===== src/vec_exe_pkg.sv =====
// ====================
// Vector execute stage shared widths,
// vector types, operation encodings and structs
// ====================
`default_nettype none

package vec_exe_pkg;

    localparam int vlen       = 128;
    localparam int vlenb      = vlen / 8;
    localparam int xlen       = 32;
    localparam int reg_addr_w = 5;

    typedef logic [vlen-1:0]       vec_data_t;
    typedef logic [vlenb-1:0]      vec_byte_mask_t;
    // One bit per element index, only the low vlen/SEW bits matter
    typedef logic [vlenb-1:0]      vec_mask_t;
    typedef logic [xlen-1:0]       xlen_data_t;
    typedef logic [4:0]            vec_imm_t;
    typedef logic [reg_addr_w-1:0] reg_addr_t;
    // Range 0 to 16
    typedef logic [4:0]            vl_t;
    typedef logic [3:0]            vstart_t;

    // Same encoding as vtype.vsew
    typedef enum logic [1:0] {
        sew8  = 2'd0,
        sew16 = 2'd1,
        sew32 = 2'd2
    } sew_e;

    typedef enum logic [3:0] {
        op_add = 4'd0,
        op_sub = 4'd1,
        op_and = 4'd2,
        op_or  = 4'd3,
        op_xor = 4'd4,
        op_sll = 4'd5,
        op_srl = 4'd6,
        op_sra = 4'd7,
        op_min = 4'd8,
        op_max = 4'd9
    } vec_op_e;

    // Operand B kind
    typedef enum logic [1:0] {
        src_vv = 2'd0,
        src_vx = 2'd1,
        src_vi = 2'd2
    } src_sel_e;

    typedef struct packed {
        vec_op_e    op;
        src_sel_e   src_sel;
        logic       is_signed;
        logic       use_mask;
        sew_e       sew;
        vl_t        vl;
        vstart_t    vstart;
        reg_addr_t  srca_addr;
        reg_addr_t  srcb_addr;
        reg_addr_t  vd_addr;
        vec_data_t  srca;
        vec_data_t  srcb;
        vec_data_t  vd_old;
        vec_data_t  mask_reg;
        xlen_data_t scalar;
        vec_imm_t   imm;
    } vec_op_t;

    // Register write from a later pipeline stage
    typedef struct packed {
        logic      wr_en;
        reg_addr_t addr;
        vec_data_t data;
    } fwd_port_t;

    typedef struct packed {
        vec_data_t data;
        reg_addr_t vd_addr;
    } vec_result_t;

endpackage

`default_nettype wire


===== src/vec_element_ctrl.sv =====
// ====================
// Active element decode from vl, vstart,
// SEW and the v0 mask, expanded to bytes
// ====================
`timescale 1ns/1ns
`default_nettype none

module vec_element_ctrl (
    input  vec_exe_pkg::sew_e           sew,
    input  vec_exe_pkg::vl_t            vl,
    input  vec_exe_pkg::vstart_t        vstart,
    input  logic                        use_mask,
    input  vec_exe_pkg::vec_data_t      mask_reg,
    output vec_exe_pkg::vec_byte_mask_t byte_en
);
    import vec_exe_pkg::*;

    vec_mask_t mask_bits;
    vec_mask_t elem_act;

    // Bit i of v0 belongs to element i
    assign mask_bits = mask_reg[$bits(vec_mask_t)-1:0];

    // Per element index, independent of SEW
    always_comb begin
        for (int i = 0; i < $bits(vec_mask_t); i++) begin
            elem_act[i] = (vstart <= vstart_t'(i))
                       && (vl_t'(i) < vl)
                       && (!use_mask || mask_bits[i]);
        end
    end

    // Byte b sits in element b/(SEW/8)
    // Indices beyond vlen/SEW are never reached, so missing elements stay off
    always_comb begin
        for (int b = 0; b < vlenb; b++) begin
            case (sew)
                sew8:    byte_en[b] = elem_act[b];
                sew16:   byte_en[b] = elem_act[b/2];
                default: byte_en[b] = elem_act[b/4];
            endcase
        end
    end

endmodule

`default_nettype wire


===== config.mk =====
export PLATFORM = sky130hd
export DESIGN_NAME = vec_element_ctrl
export DESIGN_NICKNAME = d
export VERILOG_FILES = /design/src/vec_exe_pkg.sv /design/src/vec_element_ctrl.sv
export SDC_FILE = /design/constraint.sdc
export NUM_CORES = 1
export LEC_CHECK = 0
export BUFFER_PORTS_ARGS = -buffer_cell sky130_fd_sc_hd__clkbuf_2
export CAP_MARGIN = 10
export CORE_MARGIN = 10
export CORE_UTILIZATION = 21
export DETAILED_ROUTE_END_ITERATION = 16
export PLACE_DENSITY = 0.81
export SKIP_LAST_GASP = 1
export SLEW_MARGIN = 20
export SYNTH_ARGS = -nofsm -noshare
export SYNTH_HDL_FRONTEND = slang
export SYNTH_SLANG_ARGS = --single-unit

===== constraint.sdc =====
create_clock -name vclk -period 0.95
set_input_delay 0 -clock vclk [all_inputs]
set_output_delay 0 -clock vclk [all_outputs]
set_load 0.02 [all_outputs]

* After elaboration in Yosys (flattened, before gate mapping)
Index checks and enable logic that the tools add are counted.
** Word-level totals
- Output and inout port bits :: 16
- Bits of input ports :: 140
- Logic and storage cells :: 98
- Flip-flop bits (word level) :: 0
** Operators by class
- Equality and inequality tests :: 1
- Order comparisons :: 32
- Reduce and logical (&&, ||, !) cells :: 50
- Muxes and demuxes :: 15
** Operators with widths (count)
- $lt 4x5->1 const A :: 8
- $le 4x4->1 const B :: 8
- $logic_and 1x1->1 :: 32
- $pmux 1 s2 :: 14
- $lt 3x5->1 const A :: 4
- $le 4x3->1 const B :: 4
- $logic_or 1x1->1 :: 16
- $lt 1x5->1 const A :: 2
- $lt 2x5->1 const A :: 2
- $le 4x1->1 const B :: 2
- $le 4x2->1 const B :: 2
- $eq 2x1->1 const B :: 1
- $logic_not 2->1 :: 1
- $logic_not 1->1 :: 1
- $mux 1 :: 1

* Longest topological paths before layout
Gate-level depths: netlist of run 1.
- Depth after elaboration :: 4
- Gate-level depth with buffers :: 5
- Gate-level depth less buffers :: 4

* Worst setup path after synthesis of run 1
No wires, ideal clock.
- Path type :: input -> output
- From :: input vl[3]
- To :: output byte_en[2]
- Stages on the path :: 5
- Path slack :: -0.428 ns
- Arrival :: 1.378 ns
- Path buffers :: 1
- Data required time :: 0.950 ns
- Cells stage by stage :: buf_2 > nor2_1 > a221oi_2 > mux2i_1 > o41ai_1
** On the way
- Longest elaborated chain between the ends :: 4
- Elaborated cells between the ends (all ways) :: 10
- Classes of those cells :: order compare (3); mux (1); reduce/logical (6)
** RTL lines
- start: declaration :: line vec_element_ctrl.sv:10 : input vec_exe_pkg::vl_t vl,
- $lt 1x5->1 or $lt 2x5->1 (tied branches) :: line vec_element_ctrl.sv:28 : && (vl_t'(i) < vl)
- $logic_and 1x1->1 :: line vec_element_ctrl.sv:28
- $logic_and 1x1->1 :: line vec_element_ctrl.sv:29 : && (!use_mask || mask_bits[i]);
- $pmux 1 s2 * :: line vec_element_ctrl.sv:37 : case (sew)
- end: declaration :: line vec_element_ctrl.sv:14 : output vec_exe_pkg::vec_byte_mask_t byte_en
Mark *: on every way between the ends. The rest lies on a longest branch, timed or not.

* Worst setup path after layout of run 1
- From :: input vl[3]
- To :: output byte_en[8]
** On the way
- Longest elaborated chain between the ends :: 4
- Elaborated cells between the ends (all ways) :: 10
- Classes of those cells :: order compare (3); mux (1); reduce/logical (6)
** RTL lines (line)
- $lt 2x5->1 (tied with other cells) :: vec_element_ctrl.sv:28
- $logic_and 1x1->1 :: vec_element_ctrl.sv:28
- $logic_and 1x1->1 :: vec_element_ctrl.sv:29
- $pmux 1 s2 * :: vec_element_ctrl.sv:37
Marks and branches as above.

==> impl_results.md, run 1 <==
- GRT Overall Usage: 0.108
- Die Height: 75.1 um
- Largest area contributor in the synthesized netlist: o21ai_0
- Final worst path period share: 1.34
- Full die area: ~5600 um^2
- Final ANT Viol Nets: 0
- First-pass DRT Iterations: 4
- Power per Cell Area: between 500 and 600 nW/um^2
- Syn-to-layout area delta: 131%
- Global-route wire length before repair: 5.00 mm
- Routed wire per std cell: 17.1 um
- Initial Util: 0.226
- Vias in the first global route: between 1000 and 1500
- CP Capture Type: output port
- Number of cell rows: 19
- Initial antenna violation count: 0
- Clock power frac: 0
- Failing checks: negative setup slack
- Crit path max fanout: 5
- Comb pwr share: 1.000
- Crit start category: primary input
- Worst hold margin: 0.393 ns
- Sw Ratio: 0.500
- Worst setup path end: byte_en[8]
- Grt ovf: 0
- Commonest cells post-synth: o21ai_0, nand2_1, nor2_1
- Final GP Congestion: 0.888
- Dpl hpwl: 2.79 mm
- Seq pwr share: 0
- VDD IR max: 0.258 mV
- RSZ-0062 raised after global routing: true
- Seq. cell area: 0 um^2
- Diodes inserted: 0
- Setup-failing EPs final: 16
- Pins Over Slew Limit: 0
- Critical Path AT: 1.28 ns
- Top cells by area, synth: o21ai_0, o21a_1, nand2_1, nor2_1, and2_1
- DRT iter0 DRCs: 48
- # hold bufs at CTS: 0
- Max cap viols: 0
- Status: finished, violations left
- I/O Buffers: 44
- Sw power: 0.381 mW
- Int Pwr: 0.381 mW
- CP startpoint: vl[3]
- Clkbuf count: 0
- Most numerous cell in the Yosys netlist: o21ai_0
- Relative slew margins: 0.676
- Final hold viol count: 0
- Top-area cell type share of the netlist area: 0.0627
- Distinct cells, synth: 42
- Leakage: 0.675 nW
- Seq cells: 0
- Syn Inst Count: 98
- Worst path required time: 0.95 ns
- DR vias: 1069
- CP Class: in -> out
- Layout cells sized above 1: 0.698
- Syn Area/Cell: about 6.5 um^2
- DRT Wirelength: around 3.4 mm
- Vias per cell: 5.35
- Largest net degree at the start of global routing: 13
- Min-Delay Path Class: in -> out
- Tightest Pin Transition: 0.484 ns
- Post-Syn Area: 638 um^2
- Synth warnings: 0
- DRC Markers: 0
- HP Start: mask_reg[11]
- CORE AREA: 2830 um^2
- # IOs: 156
- Post-placement cell count: 198
- Nets: 311
- Tot Pwr: 0.762 mW
- Die Wd: 75.1 um
- Syn_nets: 238
- Fmax: 784 MHz
- Final WS setup: -0.325 ns
- Final Non-Filler Cells: 200
- Min cycle time layout: 1.28 ns
- Post-synthesis sequential area ratio: 0
## worst min-delay path by stage
stage             endpoint  slack, ns  cells past startpoint
2_1_floorplan   byte_en[0]       0.18                      2
3_3_place_gp   byte_en[11]       0.41                      4
3_5_place_dp   byte_en[11]       0.42                      4
4_1_cts        byte_en[11]       0.42                      4
5_1_grt        byte_en[11]       0.44                      4
6_report       byte_en[11]       0.39                      4
## logic make-up (layout without fill, tap and decap cells)
logic type,Yosys count,count (layout),synth area share
AOI/OAI and AO/OA,47,47,0.557
buffers and inverters,11,82,0.0843
muxes,3,3,0.0490
and+or+nand+nor,37,37,0.310
## critical path, stage by stage
cell      delay, ns
buf_8          0.10
or3_4          0.40
o221a_4        0.26
a32oi_2        0.27
o21ai_2        0.08
clkbuf_2       0.16
## per-stage QoR
step	TNS [ns]	instance area, um^2	util	worst slack (ns)
2_1_floorplan	-1.67	801	-	-0.159
3_3_place_gp	-4.27	1250	0.443	-0.319
3_5_place_dp	-4.59	1250	0.443	-0.335
4_1_cts	-4.17	1360	0.481	-0.329
5_1_grt	-4.44	1480	0.521	-0.361
6_report	-3.96	1480	0.521	-0.325
## routing by layer
layer	GRT usage	part of all wire
met5	0	0
met2	0.189	0.49
met3	0.0210	0.067
met4	0	0.0061
met1	0.140	0.44
## repair_timing
item	CTS	global route
resized for setup	21	31
buffers inserted	1	2
pin swaps	6	7
endpoints found under the setup margin	16	16
## power groups by stage
stage	combinational (mW)	sequential (mW)	clock, mW
finish	0.762	0	0
global route	0.811	0	0
CTS	0.690	0	0
detailed placement	0.635	0	0
global placement	0.625	0	0
floorplan	0.366	0	0
## cell type report
class	count	area [um^2]
timing repair buffer	79	608
multi-input combinational	87	817
inverter	3	11.3
fill	266	1350
tap	31	38.8
## layout by cell type (no fill, tap or decap), types with 3 or more instances in the layout
master / count
a21oi_1: 3
a22oi_2: 3
and2_1: 4
buf_4: 33
buf_6: 7
buf_8: 6
clkbuf_2: 29
clkbuf_8: 3
inv_1: 3
nand2_1: 6
nand3_1: 4
nor2_1: 5
nor2b_1: 4
o211ai_1: 3
o21a_2: 3
o21ai_0: 4
o21ai_2: 6
or3_4: 3
(Power assumes the default switching activity.)
==> inputs of run 2 (changes only) <==
Settings changed: CELL_PAD_IN_SITES_DETAIL_PLACEMENT set to 0, CELL_PAD_IN_SITES_GLOBAL_PLACEMENT set to 2, CORE_MARGIN 10 to 4, CORE_UTILIZATION 21 to 10, PLACE_DENSITY 0.81 to unset, PLACE_DENSITY_LB_ADDON set to 0.1.
==> run 2 against run 1 <==
  * The run still ends with negative setup slack left
  * Critical endpoint is now byte_en[5]
  * Via count shrank 2.8%
  * Non-clock buffer count grew 6
  * Clock-buffer cell count is the same
  * Combinational power grew 2%
  * Worst hold slack is essentially flat
==> impl_results.md, run 2 (synthesis results as in run 1) <==
- Tot Pwr: 0.780 mW (+2.3%)
- Crit start category: primary input
- Final hold viol count: 0 (unchanged)
- Worst path required time: 0.95 ns (about the same)
- Die Height: 87.9 um (+17%)
- Min-Delay Path Class: in -> out
- Clkbuf count: 0 (unchanged)
- CP Class: in -> out
- Fill cells: 682 (+160%)
- Die Wd: 87.9 um (+17%)
- Crit path max fanout: 5 (unchanged)
- CORE AREA: 6060 um^2 (+110%)
- Vias per cell: 4.16 (-22%)
- Hold Path End: byte_en[9]
- Syn-to-layout area delta: 146%
- Cells along the critical path: buf_8 -> or3_4 -> o221a_4 -> a21o_1 -> o21a_2 -> buf_6
- CP Buf/Inv Count: 2 (unchanged)
- RSZ-0062 raised after global routing: true
- Seq cells: 0 (unchanged)
- Most common cell after layout, fill and taps aside: buf_4
- Critical Path AT: 1.33 ns (+0.05 ns)
- Global-route wire length before repair: 5.84 mm (+17%)
- Pins Over Slew Limit: 0 (unchanged)
- Tightest Pin Transition: 0.374 ns (-0.111 ns)
- Status: finished, violations left
- Initial antenna violation count: 0 (unchanged)
- Full die area: 7720 um^2 (+37%)
- Critical Path Max Stage Delay: 0.40 ns (about the same)
- Grt ovf: 0 (unchanged)
- Critical-path top delay cell: or3_4
- Min cycle time layout: 1.33 ns (+0.0517 ns)
- Hold Crit Depth: 4 (unchanged)
- Diodes inserted: 0 (unchanged)
- Vias in the first global route: 1104 (+2.7%)
- DRT Wirelength: 3.73 mm (+8.9%)
- # hold bufs at CTS: 0 (unchanged)
- VDD IR max: 0.139 mV (-46%)
- Final ANT Viol Nets: 0 (unchanged)
- Final WS setup: -0.377 ns (-0.0517 ns)
- Post-route cell area: 1570 um^2 (+6.6%)
- Failing checks: negative setup slack
- Setup-failing EPs final: 16 (unchanged)
- HP Start: mask_reg[9]
- Seq. cell area: 0 um^2 (unchanged)
- Area after DPL: 1350 um^2 (+7.8%)
- Crit-path leading delay family: compound AO/OA/AOI/OAI gates
- DRT iter0 DRCs: 29 (-40%)
- Commonest non-fill, non-tap cells in the layout: buf_4, clkbuf_2, buf_6
- Power per Cell Area: 496 nW/um^2 (-4.0%)
- Post-placement cell count: 246 (+24%)
- Relative slew margins: 0.750 (+0.0738)
- I/O Buffers: 44 (unchanged)
- # IOs: 156 (unchanged)
- Dpl hpwl: 3.27 mm (+17%)
- CP Capture Type: output port
- Number of cell rows: 28 (+9)
- Finished Core Util: 0.259 (-0.262)
- First-pass DRT Iterations: 4 (unchanged)
- DR vias: 1039 (-2.8%)
- Fmax: 754 MHz (-3.9%)
- Leakage: 0.702 nW (+3.9%)
- Largest net degree at the start of global routing: 10 (-3)
- DRC Markers: 0 (unchanged)
- Final worst path period share: 1.40 (+0.0545)
- Final GP Congestion: 0.846 (-4.8%)
- GRT Overall Usage: 0.0945 (-0.0132)
- Final Non-Filler Cells: 250 (+25%)
- Layout cells sized above 1: 0.714 (+0.0161)
- Nets: 317 (+1.9%)
- Initial Util: 0.105 (-0.120)
- Max cap viols: 0 (unchanged)
- Routed wire per std cell: 14.9 um (-13%)
run 2: cell count changes in the layout (fill, tap and decap cells not counted), sizes merged:
| cell | before | now |
|---|---|---|
| buf | 47 | 56 |
| clkbuf | 32 | 29 |
run 2: tightest hold or removal path, cell delays in order:
cell and delay (ns):
clkbuf_2 0.07, o21ai_0 0.08, o21ai_2 0.13, buf_6 0.11
run 2: final cells by class:
type / count / area (um^2) / area share
Multi-Input combinational cell: 87 / 811 / 0.516
Inverter: 3 / 11.3 / 0.00716
Timing Repair Buffer: 85 / 657 / 0.418
Tap cell: 75 / 93.8 / 0.0597
run 2: layer usage:
| layer | routed length, um | up-vias | part of all wire | global-route usage |
|---|---|---|---|---|
| li1 | - | 541 | - | - |
| met1 | 1790 | 478 | 0.48 | 0.137 |
| met2 | 1800 | 20 | 0.48 | 0.159 |
| met3 | 146 | 0 | 0.039 | 0.0103 |
| met4 | 0 | 0 | 0 | 0 |
| met5 | 0 | - | 0 | 0 |
run 2: how the worst max path moves through the flow:
stage / start / to / depth (start not counted)
floorplan: vl[3] / byte_en[5] / 5
global placement: vl[4] / byte_en[8] / 7
detailed placement: vl[4] / byte_en[8] / 7
CTS: vl[3] / byte_en[7] / 6
global route: vl[3] / byte_en[5] / 6
finish: vl[3] / byte_en[5] / 6
run 2: power breakdown:
group          internal (mW)  total (mW)  switching, mW
Sequential                 0           0              0
Combinational          0.395       0.780          0.385
Clock                      0           0              0
Total                  0.395       0.780          0.385
run 2: what timing repair did:
action | 4_1_cts | 5_1_grt
buffers inserted | 1 | 3
pin swaps | 6 | 13
endpoints found under the setup margin | 16 | 16
gates resized for setup | 17 | 44
run 2: through the flow:
step           TNS (ns)  worst slack (ns)  hold WS [ns]
6_report          -4.33            -0.377         0.393
5_1_grt           -5.14            -0.408         0.433
4_1_cts           -4.87            -0.361         0.432
3_5_place_dp      -5.25            -0.386         0.430
3_3_place_gp      -5.37            -0.385         0.434
2_1_floorplan     -1.67            -0.159         0.178
