--- config.mk ---
export PLATFORM = sky130hd
export DESIGN_NAME = vec_bypass
export DESIGN_NICKNAME = d
export VERILOG_FILES = /design/src/vec_exe_pkg.sv /design/src/vec_bypass.sv
export SDC_FILE = /design/constraint.sdc
export NUM_CORES = 1
export LEC_CHECK = 0
export ABC_CLOCK_PERIOD_IN_PS = 2000
export BUFFER_PORTS_ARGS = -buffer_cell sky130_fd_sc_hd__buf_2
export CAP_MARGIN = 20
export CORE_AREA = 4 4 524 526
export DETAILED_ROUTE_END_ITERATION = 8
export DIE_AREA = 0 0 528 530
export GPL_TIMING_DRIVEN = 0
export PLACE_DENSITY = 0.3
export SYNTH_ARGS = -nofsm -noshare
export SYNTH_HDL_FRONTEND = slang
export SYNTH_SLANG_ARGS = --single-unit
--- constraint.sdc ---
create_clock -name vclk -period 2
set_input_delay 0.1 -clock vclk [all_inputs]
set_output_delay 0.1 -clock vclk [all_outputs]
set_load 0.02 [all_outputs]
--- src/vec_exe_pkg.sv ---
// ====================
// Vector execute stage shared widths,
// vector types, operation encodings and structs
// ====================
`default_nettype none

package vec_exe_pkg;

    localparam int vlen       = 128;
    localparam int vlenb      = vlen / 8;
    localparam int xlen       = 32;
    localparam int reg_addr_w = 5;

    typedef logic [vlen-1:0]       vec_data_t;
    typedef logic [vlenb-1:0]      vec_byte_mask_t;
    // One bit per element index, only the low vlen/SEW bits matter
    typedef logic [vlenb-1:0]      vec_mask_t;
    typedef logic [xlen-1:0]       xlen_data_t;
    typedef logic [4:0]            vec_imm_t;
    typedef logic [reg_addr_w-1:0] reg_addr_t;
    // Range 0 to 16
    typedef logic [4:0]            vl_t;
    typedef logic [3:0]            vstart_t;

    // Same encoding as vtype.vsew
    typedef enum logic [1:0] {
        sew8  = 2'd0,
        sew16 = 2'd1,
        sew32 = 2'd2
    } sew_e;

    typedef enum logic [3:0] {
        op_add = 4'd0,
        op_sub = 4'd1,
        op_and = 4'd2,
        op_or  = 4'd3,
        op_xor = 4'd4,
        op_sll = 4'd5,
        op_srl = 4'd6,
        op_sra = 4'd7,
        op_min = 4'd8,
        op_max = 4'd9
    } vec_op_e;

    // Operand B kind
    typedef enum logic [1:0] {
        src_vv = 2'd0,
        src_vx = 2'd1,
        src_vi = 2'd2
    } src_sel_e;

    typedef struct packed {
        vec_op_e    op;
        src_sel_e   src_sel;
        logic       is_signed;
        logic       use_mask;
        sew_e       sew;
        vl_t        vl;
        vstart_t    vstart;
        reg_addr_t  srca_addr;
        reg_addr_t  srcb_addr;
        reg_addr_t  vd_addr;
        vec_data_t  srca;
        vec_data_t  srcb;
        vec_data_t  vd_old;
        vec_data_t  mask_reg;
        xlen_data_t scalar;
        vec_imm_t   imm;
    } vec_op_t;

    // Register write from a later pipeline stage
    typedef struct packed {
        logic      wr_en;
        reg_addr_t addr;
        vec_data_t data;
    } fwd_port_t;

    typedef struct packed {
        vec_data_t data;
        reg_addr_t vd_addr;
    } vec_result_t;

endpackage

`default_nettype wire

--- src/vec_bypass.sv ---
// ====================
// Operand forwarding from mem and wb stages
// Scalar and immediate broadcast for operand B
// ====================
`timescale 1ns/1ns
`default_nettype none

module vec_bypass (
    input  vec_exe_pkg::vec_op_t   op,
    input  vec_exe_pkg::fwd_port_t fwd_mem,
    input  vec_exe_pkg::fwd_port_t fwd_wb,
    output vec_exe_pkg::vec_data_t srca_byp,
    output vec_exe_pkg::vec_data_t srcb_opnd,
    output vec_exe_pkg::vec_data_t vd_old_byp,
    output vec_exe_pkg::vec_data_t mask_byp
);
    import vec_exe_pkg::*;

    vec_data_t  srcb_byp;
    xlen_data_t imm_ext;

    // Memory stage holds the newer value, so it wins over write-back
    function automatic vec_data_t fwd_pick(reg_addr_t addr, vec_data_t own,
                                           fwd_port_t mem, fwd_port_t wb);
        if (mem.wr_en && (mem.addr == addr)) begin
            return mem.data;
        end
        if (wb.wr_en && (wb.addr == addr)) begin
            return wb.data;
        end
        return own;
    endfunction

    // Replicate the low SEW bits into every element
    function automatic vec_data_t broadcast(xlen_data_t val, sew_e width);
        case (width)
            sew8:    return {vlenb{val[7:0]}};
            sew16:   return {(vlenb/2){val[15:0]}};
            default: return {(vlen/xlen){val}};
        endcase
    endfunction

    assign srca_byp   = fwd_pick(op.srca_addr, op.srca, fwd_mem, fwd_wb);
    assign srcb_byp   = fwd_pick(op.srcb_addr, op.srcb, fwd_mem, fwd_wb);
    assign vd_old_byp = fwd_pick(op.vd_addr, op.vd_old, fwd_mem, fwd_wb);
    // Mask always lives in v0
    assign mask_byp   = fwd_pick(reg_addr_t'(0), op.mask_reg, fwd_mem, fwd_wb);

    assign imm_ext = {{(xlen-$bits(vec_imm_t)){op.imm[$bits(vec_imm_t)-1]}}, op.imm};

    always_comb begin
        case (op.src_sel)
            src_vx:  srcb_opnd = broadcast(op.scalar, op.sew);
            src_vi:  srcb_opnd = broadcast(imm_ext, op.sew);
            default: srcb_opnd = srcb_byp;
        endcase
    end

endmodule

`default_nettype wire

== Yosys cells after proc, flatten, opt, wreduce, memory -nomap -nowiden ==
Cells that the tools add are included.
Widths: inputs -> output; s select.
Storage, ports and cells
  flip-flop bits (word level): 0
  bits in latches: 0
  memory bits (writable): 0
  ROM bits: 0
  input port bits: 851
  word-level logic and storage cells: 51
  memories: 0
Cells by class
  add/subtract/negate cells: 0
  multiply operators: 0
  divide/modulo/power cells: 0
  magnitude comparators: 0
  equal/unequal tests: 9
  shifts and indexed selects: 0
  multiplexer cells: 31
  bitwise gates (word level): 0
  reduce and logical (&&, ||, !) cells: 11
Operators by type and width (count)
  $mux 128: 16
  $pmux 128 s2: 2
  $pmux 124 s2: 1
  $eq 5x5->1: 6
  $mux 1: 12
  $logic_not 5->1: 2
  $logic_and 1x1->1: 8
  $eq 2x1->1 const B: 2
  $eq 2x2->1 const B: 1
  $logic_not 2->1: 1

== Longest topological paths before layout ==
Gate-level depths: netlist (run 1).
  depth after elaboration: 7
  depth in mapped cells: 9
  depth with buffers taken out: 6

== Worst setup path after synthesis (run 1) ==
Ideal clock, no wire load.
  path kind: input-to-output
  start: input port fwd_wb[129] (netlist name)
  end: output port srca_byp[100]
  arrival time: 1.662 ns
  required time: 1.900 ns
  path slack: 0.238 ns
  stages: 8
  path buffers: 3
  path through: xor2_1 > nor4_1 > and3_1 > clkbuf_2 > buf_6 > buf_4 > mux2i_1 > o21ai_0
On the way
  word-level cells in the longest chain between the ends: 6
  elaborated cells between the ends (all ways): 7
  those cells by class: 1 x eq/ne; 5 x mux; 1 x reduce/logical
Ends and longest elaborated chain
  from (decl): line vec_bypass.sv:11  | input vec_exe_pkg::fwd_port_t fwd_wb,
  $eq 5x5->1 *: line vec_bypass.sv:28  | if (wb.wr_en && (wb.addr == addr)) begin
  $logic_and 1x1->1 *: line vec_bypass.sv:28
  $mux 1 (2 in a row): line vec_bypass.sv:28
  $mux 128 *: line vec_bypass.sv:31  | return own;
  $mux 128 *: line vec_bypass.sv:28
  to (decl): line vec_bypass.sv:12  | output vec_exe_pkg::vec_data_t srca_byp,
Mark *: on every way between the ends. The rest lies on a longest branch, timed or not. The select of a mux whose other input is x is not followed.

== Final worst setup path (run 1) ==
  start: input port op[555] (netlist name)
  end: output port srcb_opnd[41]
On the way
  word-level cells in the longest chain between the ends: 7
  elaborated cells between the ends (all ways): 11
  those cells by class: 2 x eq/ne; 7 x mux; 2 x reduce/logical
Ends and longest elaborated chain
  from (decl): line vec_bypass.sv:9  | input vec_exe_pkg::vec_op_t op,
  $eq 5x5->1: line vec_bypass.sv:28
  $logic_and 1x1->1: line vec_bypass.sv:28
  $mux 1 (2 in a row): line vec_bypass.sv:28
  $mux 128: line vec_bypass.sv:31
  $mux 128 *: line vec_bypass.sv:28
  $pmux 128 s2 *: line vec_bypass.sv:52  | case (op.src_sel)
  to (decl): line vec_bypass.sv:13  | output vec_exe_pkg::vec_data_t srcb_opnd,
Marks and branches as above.

==> flow_summary.yaml, run 1 <==
layout:
  nNetsFinal: 4579
  nClkBuffers: 0
  ff_latch_area_um2: 0
  fin_area_um2: 42380
  drive_above_1_share_pct: 75.48
  nFlopsAndLatches: 0
  fin_util_pct: 15.69
  multiInputGateArea_um2: 19620
  num-fill-cells: 30720
  area_delta_synth_final_pct: 209.9
grt:
  grt_max_degree: 11
  grt_pass1_vias: 27680
  overflow: 0
  antenna_found_initial: 186
  gr-usage-all-layers_pct: 21.54
  grt_pass1_wl_um: 377800
min_path:
  hp-class: "primary input to output port"
  hold_path_depth: 4
logic_synthesis:
  netlist.area_leader.share_pct: 28.69
  synth-warning-count: 0
  synth_nets: 2926
  avgSynthCellArea_um2: 6.597
  synth_cell_type_count: 34
  synthCells: 2073
  syn_area_um2: 13680
  yosysSeqAreaShare_pct: 0
  yosys.area.top_type: "mux2i_1"
  ys_top_cells_by_area: "mux2i_1 29%, a221oi_2 11%, o21ai_0 11%"
flow_run:
  drv_cap: 0
power:
  power.share.combinational_pct: 100.0
  p_seq_share_pct: 0
  p_clk_share_pct: 0
  p_int_mw: 4.563
  switching_share_pct: 61.43
  switchingPower_mw: 7.267
  power_density_nw_per_um2: 279.1
  p_total_mw: 11.83
  irDropWorstVdd_v: 0.0001399
  leakagePower_nw: 17.58
sta:
  relSlewSlack_pct: 57.36
  drv_slew: 0
  period_minus_slack_ns: 2.462
  worst_slack_ns: -0.4624
  min_period_over_period_pct: 123.1
  worst_pin_slew_ns: 0.6395
  setup_viol: 463
  rsz0062_at_grt: "yes"
  fmax_mhz: 406.1
  hold_violations: 0
place:
  dpl.hpwl_um: 273000
  post-place-ws_ns: -2.408
  place_congestion: 0.8363
  place_area_um2: 26460
  io_buffers: 1347
drt:
  wl_um: 322400
  dr_total_vias: 27220
  drc_errors: 0
  routedWlPerCell_um: 43.72
  dr.pass1.iters: 5
  drt_iter0_markers: 1805
  via_per_inst: 3.691
  antenna_left: 0
floorplan:
  die_h_um: 530
  die_w_um: 528
  die_area_um2: 279800
  rows: 191
  io_pins: 1363
  floorplan.initialDensity_pct: 5.064
  core_area_um2: 270000
cts:
  cts_hold_buf: 0
status:
  status: "finished, violations left"
  violations: "negative setup slack"
worst_setup_path:
  cp.arrival_ns: 2.36
  worstSetupPathType: "primary input to output port"
  cp.required_ns: 1.90
  critPathLaunchType: "primary input"
  end_kind: "output port"
  cp_max_fo: 5
[power groups by stage]
| stage | combinational, mW | clock (mW) | sequential (mW) |
|---|---|---|---|
| 3_5_place_dp | 8.75 | 0 | 0 |
| 2_1_floorplan | 2.95 | 0 | 0 |
| 5_1_grt | 12.2 | 0.00000200 | 0 |
| 6_report | 11.8 | 0.00000378 | 0 |
| 3_3_place_gp | 8.36 | 0 | 0 |
| 4_1_cts | 10.8 | 0 | 0 |
[cell type report]
cell class	count	share of cell area, %
repair buffers	1673	35.72
well taps	3570	10.54
multi-input cells	1826	46.29
diodes	80	0.4724
inverters	5	0.04429
plain buffers	220	6.932
[cell usage after synthesis (2+ instances only)]
| library cell | instances |
|---|---|
| buf_4 | 27 |
| clkbuf_1 | 129 |
| o21ai_0 | 295 |
| nand3b_1 | 2 |
| a22oi_1 | 7 |
| a221oi_2 | 100 |
| nor2b_1 | 2 |
| a221oi_1 | 28 |
| xor2_1 | 20 |
| nor2_1 | 129 |
| a21oi_1 | 152 |
| o21bai_1 | 100 |
| buf_2 | 52 |
| buf_1 | 9 |
| o21ai_1 | 104 |
| mux2_2 | 15 |
| inv_1 | 5 |
| buf_6 | 24 |
| nor3_1 | 3 |
| o22ai_1 | 28 |
| and3_1 | 132 |
| nand2_1 | 292 |
| mux2i_1 | 392 |
| nor4_1 | 6 |
| ha_1 | 2 |
| xnor2_1 | 10 |
[final timing paths]
| check | startpoint | endpoint | slack, ns |
|---|---|---|---|
| setup / recovery | op[555] | srcb_opnd[41] | -0.46 |
| hold / removal | op[543] | srca_byp[122] | 0.57 |
[per-layer routing]
metal | vias up | global-route usage, % | wire length (um)
met5 | - | 0 | 727
met4 | 94 | 8.927 | 20240
met3 | 573 | 7.006 | 29000
met2 | 1796 | 36.20 | 146800
met1 | 13550 | 25.11 | 125700
li1 | 11210 | - | -
[worst max-delay path, stage by stage]
cell	delay, ns
buf_2	0.14
xor2_4	0.16
nor4_4	0.27
buf_6	0.18
nand3_4	0.09
buf_12	0.15
buf_16	0.12
buf_16	0.14
buf_4	0.18
buf_12	0.16
a221oi_4	0.32
o21bai_2	0.12
buf_4	0.17
[layout by cell type (no fill, tap or decap), types with 12 or more instances in the layout]
cell / instances
clkbuf_8: 12
and3_1: 128
nor2_4: 27
nor2_2: 20
buf_6: 388
mux2i_4: 92
clkbuf_4: 24
clkbuf_1: 20
clkbuf_2: 28
buf_8: 60
a21oi_2: 28
nand2_1: 92
o22ai_2: 14
buf_16: 88
o21ai_2: 96
o21ai_4: 135
mux2i_2: 53
o21ai_1: 67
mux2_2: 15
clkbuf_16: 29
mux2i_1: 247
o21bai_4: 12
buf_4: 194
a221oi_2: 50
nand2_4: 147
nand2_2: 49
a21oi_4: 57
o21bai_2: 23
a221oi_4: 78
buf_12: 159
o21ai_0: 101
a21oi_1: 67
diode_2: 80
buf_2: 891
o21bai_1: 65
nor2_1: 83
[kinds of logic (layout without fill, tap and decap cells)]
family,Yosys count,count (layout),share of synthesized area (%)
AO/OA/AOI/OAI,815,815,40.16
XOR/XNOR,30,30,1.921
adder cells (fa/ha/maj),2,2,0.1830
buffers and inverters,247,1898,9.323
multiplexers,407,407,29.93
other,0,80,0
AND/OR/NAND/NOR,572,572,18.49
[through the flow]
stage          std cells  setup TNS (ns)  hold slack [ns]
6_report            7374         -101.81           0.5742
5_1_grt             7324         -132.24           0.5989
4_1_cts             7247         -117.33           0.5801
3_5_place_dp        7044         -671.81           0.5976
3_3_place_gp        6990        -1144.21           0.6046
2_1_floorplan       2073               0           0.3790
[what timing repair did]
action                      CTS  global route
pin swaps                   189           270
setup endpoints to repair   512           510
setup buffers               165            82
resized for setup          1951          1318
gates cloned                 50            12
(Power assumes the default switching activity.)
==> inputs of run 2 (changes only) <==
- ABC_CLOCK_PERIOD_IN_PS: 2000 -> 2950
- CORE_AREA: 4 4 524 526 -> 4 4 535 537
- DIE_AREA: 0 0 528 530 -> 0 0 539 541
- clock period: 2 -> 2.95 ns (I/O delays scaled with it)
==> run 2 against run 1 <==
The run still ends with negative setup slack left. Critical endpoint is now srcb_opnd[114]. Total power shrank 49%. Hold slack gained 0.10 ns. Utilization shrank 5.8 points. Clock-buffer cell count is the same. Sequential cell count is the same. Critical path depth shrank 3. First-iteration DRC count grew 15%. Via count shrank 5.3%. Setup slack gained 0.46 ns. Critical path type unchanged.
==> flow_summary.yaml, run 2 (synthesized netlist as in run 1, its figures left out) <==
sta:
  min_period_over_period_pct: 100.1
  drv_slew: 0
  worst_slack_ns: -0.004101
  period_minus_slack_ns: 2.954
  rsz0062_at_grt: "yes"
  hold_ws_ns: 0.6770
  worst_pin_slew_ns: 1.067
  fin_setup_tns_ns: -0.008192
  setup_viol: 2
  hold_violations: 0
  relSlewSlack_pct: 28.90
  fmax_mhz: 338.5
floorplan:
  core_area_um2: 281600
  io_pins: 1363
  die_h_um: 541
  die_w_um: 539
  floorplan.initialDensity_pct: 4.857
  die_area_um2: 291600
  rows: 195
drt:
  drc_errors: 0
  drt_iter0_markers: 2077
  antenna_left: 0
  dr.pass1.iters: 5
  via_per_inst: 3.517
  wl_um: 305500
  dr_total_vias: 25770
  routedWlPerCell_um: 41.70
layout:
  nNetsFinal: 4361
  nFlopsAndLatches: 0
  final_cell_mix: "1,368 x buf_2, 391 x mux2i_1, 290 x nand2_1"
  drive_above_1_share_pct: 50.57
  ff_latch_area_um2: 0
  layout.cells.most_common: "buf_2"
  nClkBuffers: 0
  final_cells: 7326
  area_delta_synth_final_pct: 103.0
  fin_util_pct: 9.859
  fin_area_um2: 27760
worst_setup_path:
  cp.arrival_ns: 2.81
  cp_max_fo: 10
  cpMaxStageDelayCell: "a221oi_4"
  crit_chain: "buf_2 -> xor2_1 -> nor4_4 -> nand3_1 -> buf_4 -> buf_12 -> buf_6 -> a221oi_4 -> o21bai_2 -> clkbuf_4"
  critPathLaunchType: "primary input"
  worstSetupStartpoint: "fwd_wb[129]"
  cp.required_ns: 2.80
  end_kind: "output port"
  worstSetupPathType: "primary input to output port"
  max_stage_delay_ns: 0.63
grt:
  gr-usage-all-layers_pct: 19.84
  grt_max_degree: 16
  grt_pass1_vias: 25780
  overflow: 0
  grt_pass1_wl_um: 362900
  antenna_found_initial: 244
min_path:
  hp-class: "primary input to output port"
  worstHoldStart: "fwd_mem[28]"
power:
  leakagePower_nw: 11.64
  irDropWorstVdd_v: 0.00006361
  power_density_nw_per_um2: 216.2
status:
  status: "finished, violations left"
  violations: "negative setup slack"
flow_run:
  drv_cap: 0
place:
  post-place-cells: 7221
  io_buffers: 1347
  dpl.hpwl_um: 276100
  place_area_um2: 26690
  place_congestion: 0.8524
-- run 2: per-layer routing --
| metal | up-vias | GRT usage, % | routed length (um) |
|---|---|---|---|
| li1 | 10690 | - | - |
| met1 | 12680 | 23.61 | 123300 |
| met2 | 1842 | 33.31 | 140800 |
| met3 | 434 | 6.542 | 26840 |
| met4 | 120 | 6.826 | 13790 |
| met5 | - | 0 | 796 |
-- run 2: what timing repair did --
action | 4_1_cts | 5_1_grt
hold buffers | 0 | 0
buffers inserted | 30 | 0
endpoints found under the setup margin | 384 | 29
resized for setup | 170 | 28
pin swaps | 13 | 3
-- run 2: worst paths after layout --
path / cells past startpoint / end / slack (ns)
min: 4 / srca_byp[28] / 0.68
max: 10 / srcb_opnd[114] / -0.004
-- run 2: power by group --
| part | internal (mW) | switching [mW] |
|---|---|---|
| sequential | 0 | 0 |
| clock | 0.000000952 | 0 |
| combinational | 1.74 | 4.26 |
| total | 1.74 | 4.26 |
-- run 2: final cells by class --
cell class	count	area [um^2]
fillers	33440	253800
multi-input cells	1826	12950
repair buffers	1435	8429
diodes	77	192.7
well taps	3743	4683
plain buffers	240	1484
inverters	5	18.77
-- run 2: through the flow --
step / worst slack (ns) / power (mW)
floorplan: 1.093 / 1.997
global placement: -3.468 / 5.744
detailed placement: -1.559 / 6.002
CTS: 0.0007014 / 6.137
global route: -0.002818 / 6.269
finish: -0.004101 / 6.002
-- run 2: worst max-delay path: cells and delay by family --
family / cells / cell delay [ns]
AND/OR/NAND/NOR: 2 / 0.56
XOR/XNOR: 1 / 0.17
AO/OA/AOI/OAI: 2 / 0.81
buffers and inverters: 5 / 1.08
==> inputs of run 3 (changes only) <==
- MAX_ROUTING_LAYER: unset -> met4
==> run 3 against run 2 <==
The flow still finishes with violations (negative setup slack). Cell area hardly changed. Cell count is 0.91% higher. Fmax is 1.7% lower. Setup slack worse by 0.051 ns. Via count is 0.50% lower. Utilization hardly changed. Clock-buffer cell count stayed put. Routed wire length hardly changed. Critical path depth is 2 lower. Sequential cell count stayed put. Sequential share of layout area stayed put. Die area stayed put.
==> flow_summary.yaml, run 3 (synthesized netlist as in run 1, its figures left out) <==
sta:
  worst_pin_slew_ns: 1.165
  fmax_mhz: 332.8
  period_minus_slack_ns: 3.005
  relSlewSlack_pct: 22.32
  worst_slack_ns: -0.05475
  hold_violations: 0
  rsz0062_at_grt: "yes"
  setup_viol: 2
  drv_slew: 0
  min_period_over_period_pct: 101.9
layout:
  final_cell_mix: "1,385 x buf_2, 392 x mux2i_1, 290 x nand2_1"
  drive_above_1_share_pct: 50.21
  ff_latch_area_um2: 0
  area_delta_synth_final_pct: 103.1
  layout.cells.most_common: "buf_2"
  nClkBuffers: 0
  num-fill-cells: 33390
  nNetsFinal: 4358
  nFlopsAndLatches: 0
  multiInputGateArea_um2: 12900
floorplan:
  die_h_um: 541
  rows: 195
  die_area_um2: 291600
  core_area_um2: 281600
  floorplan.initialDensity_pct: 4.857
  io_pins: 1363
  die_w_um: 539
worst_setup_path:
  critPathLaunchType: "primary input"
  cp_max_fo: 10
  worstSetupPathType: "primary input to output port"
  cpMaxStageDelayCell: "a21oi_2"
  end_kind: "output port"
  max_stage_delay_ns: 0.66
  crit_chain: "buf_2 -> nor4_1 -> nand3b_1 -> clkbuf_2 -> buf_16 -> clkbuf_2 -> a21oi_2 -> buf_2"
  cp.arrival_ns: 2.86
  cp.required_ns: 2.80
power:
  irDropWorstVdd_v: 0.00008344
  p_total_mw: 5.988
  leakagePower_nw: 11.58
  power_density_nw_per_um2: 215.6
grt:
  grt_pass1_vias: 25530
  overflow: 0
  gr-usage-all-layers_pct: 20.40
  grt_pass1_wl_um: 362500
  grt_max_degree: 20
  antenna_found_initial: 243
drt:
  routedWlPerCell_um: 41.35
  drc_errors: 0
  dr.pass1.iters: 6
  wl_um: 305700
  dr_total_vias: 25640
  drt_iter0_markers: 2059
  antenna_left: 0
  via_per_inst: 3.468
place:
  place_congestion: 0.8724
  post-place-ws_ns: -1.484
  io_buffers: 1347
  dpl.hpwl_um: 275600
flow_run:
  drv_cap: 0
min_path:
  hp-class: "primary input to output port"
status:
  status: "finished, violations left"
  violations: "negative setup slack"
cts:
  cts_hold_buf: 0
-- run 3: cell types whose count changed in the layout (fill, tap and decap cells not counted), moves of 6 or more --
cell	change
clkbuf_4	-6
buf_4	-10
a21oi_2	+6
a21oi_1	-6
o21ai_0	+12
diode_2	+70
buf_2	+17
o21ai_2	-12
-- run 3: worst paths after layout --
kind,slack (ns),start,to,cells past startpoint
worst max-delay path,-0.05,fwd_mem[128],mask_byp[19],8
worst min-delay path,0.68,fwd_mem[28],srca_byp[28],4
-- run 3: layout make-up --
class | instances | share of cell area, %
diodes | 147 | 1.324
plain buffers | 237 | 5.158
inverters | 5 | 0.06757
multi-input cells | 1826 | 46.45
well taps | 3743 | 16.86
repair buffers | 1435 | 30.14
-- run 3: per-stage QoR --
| stage | std cells | setup TNS (ns) | util (%) | hold slack, ns | area [um^2] |
|---|---|---|---|---|---|
| detailed placement | 7220 | -264.07 | 9.467 | 0.6750 | 26650 |
| global placement | 7163 | -711.10 | 8.915 | 0.6788 | 25100 |
| finish | 7393 | -0.06066 | 9.865 | 0.6776 | 27780 |
| global route | 7346 | -0.1198 | 9.824 | 0.7103 | 27660 |
| CTS | 7247 | -0.4437 | 9.720 | 0.6767 | 27370 |
| floorplan | 2073 | 0 | - | 0.4740 | 13680 |
-- run 3: report_power, final --
part	switching (mW)	total, mW	leakage, nW	internal [mW]
clock network	0	0.00000360	0.000899	0.00000360
logic	4.27	5.99	11.6	1.72
registers	0	0	0	0
total	4.27	5.99	11.6	1.72
-- run 3: what timing repair did --
action / CTS / global route
setup buffers: 31 / 0
resized for setup: 118 / 29
setup endpoints to repair: 371 / 44
pin swaps: 14 / 2
-- run 3: critical path: cells and delay by family --
kind / cells / cell delay, ns
AO/OA/AOI/OAI: 1 / 0.66
AND/OR/NAND/NOR: 2 / 0.44
buffers and inverters: 5 / 1.53
-- run 3: routing by layer --
metal | wire, um | track usage (%)
met1 | 124400 | 23.63
met3 | 26970 | 6.568
met2 | 141700 | 33.14
met4 | 12620 | 6.940
met5 | 0 | -
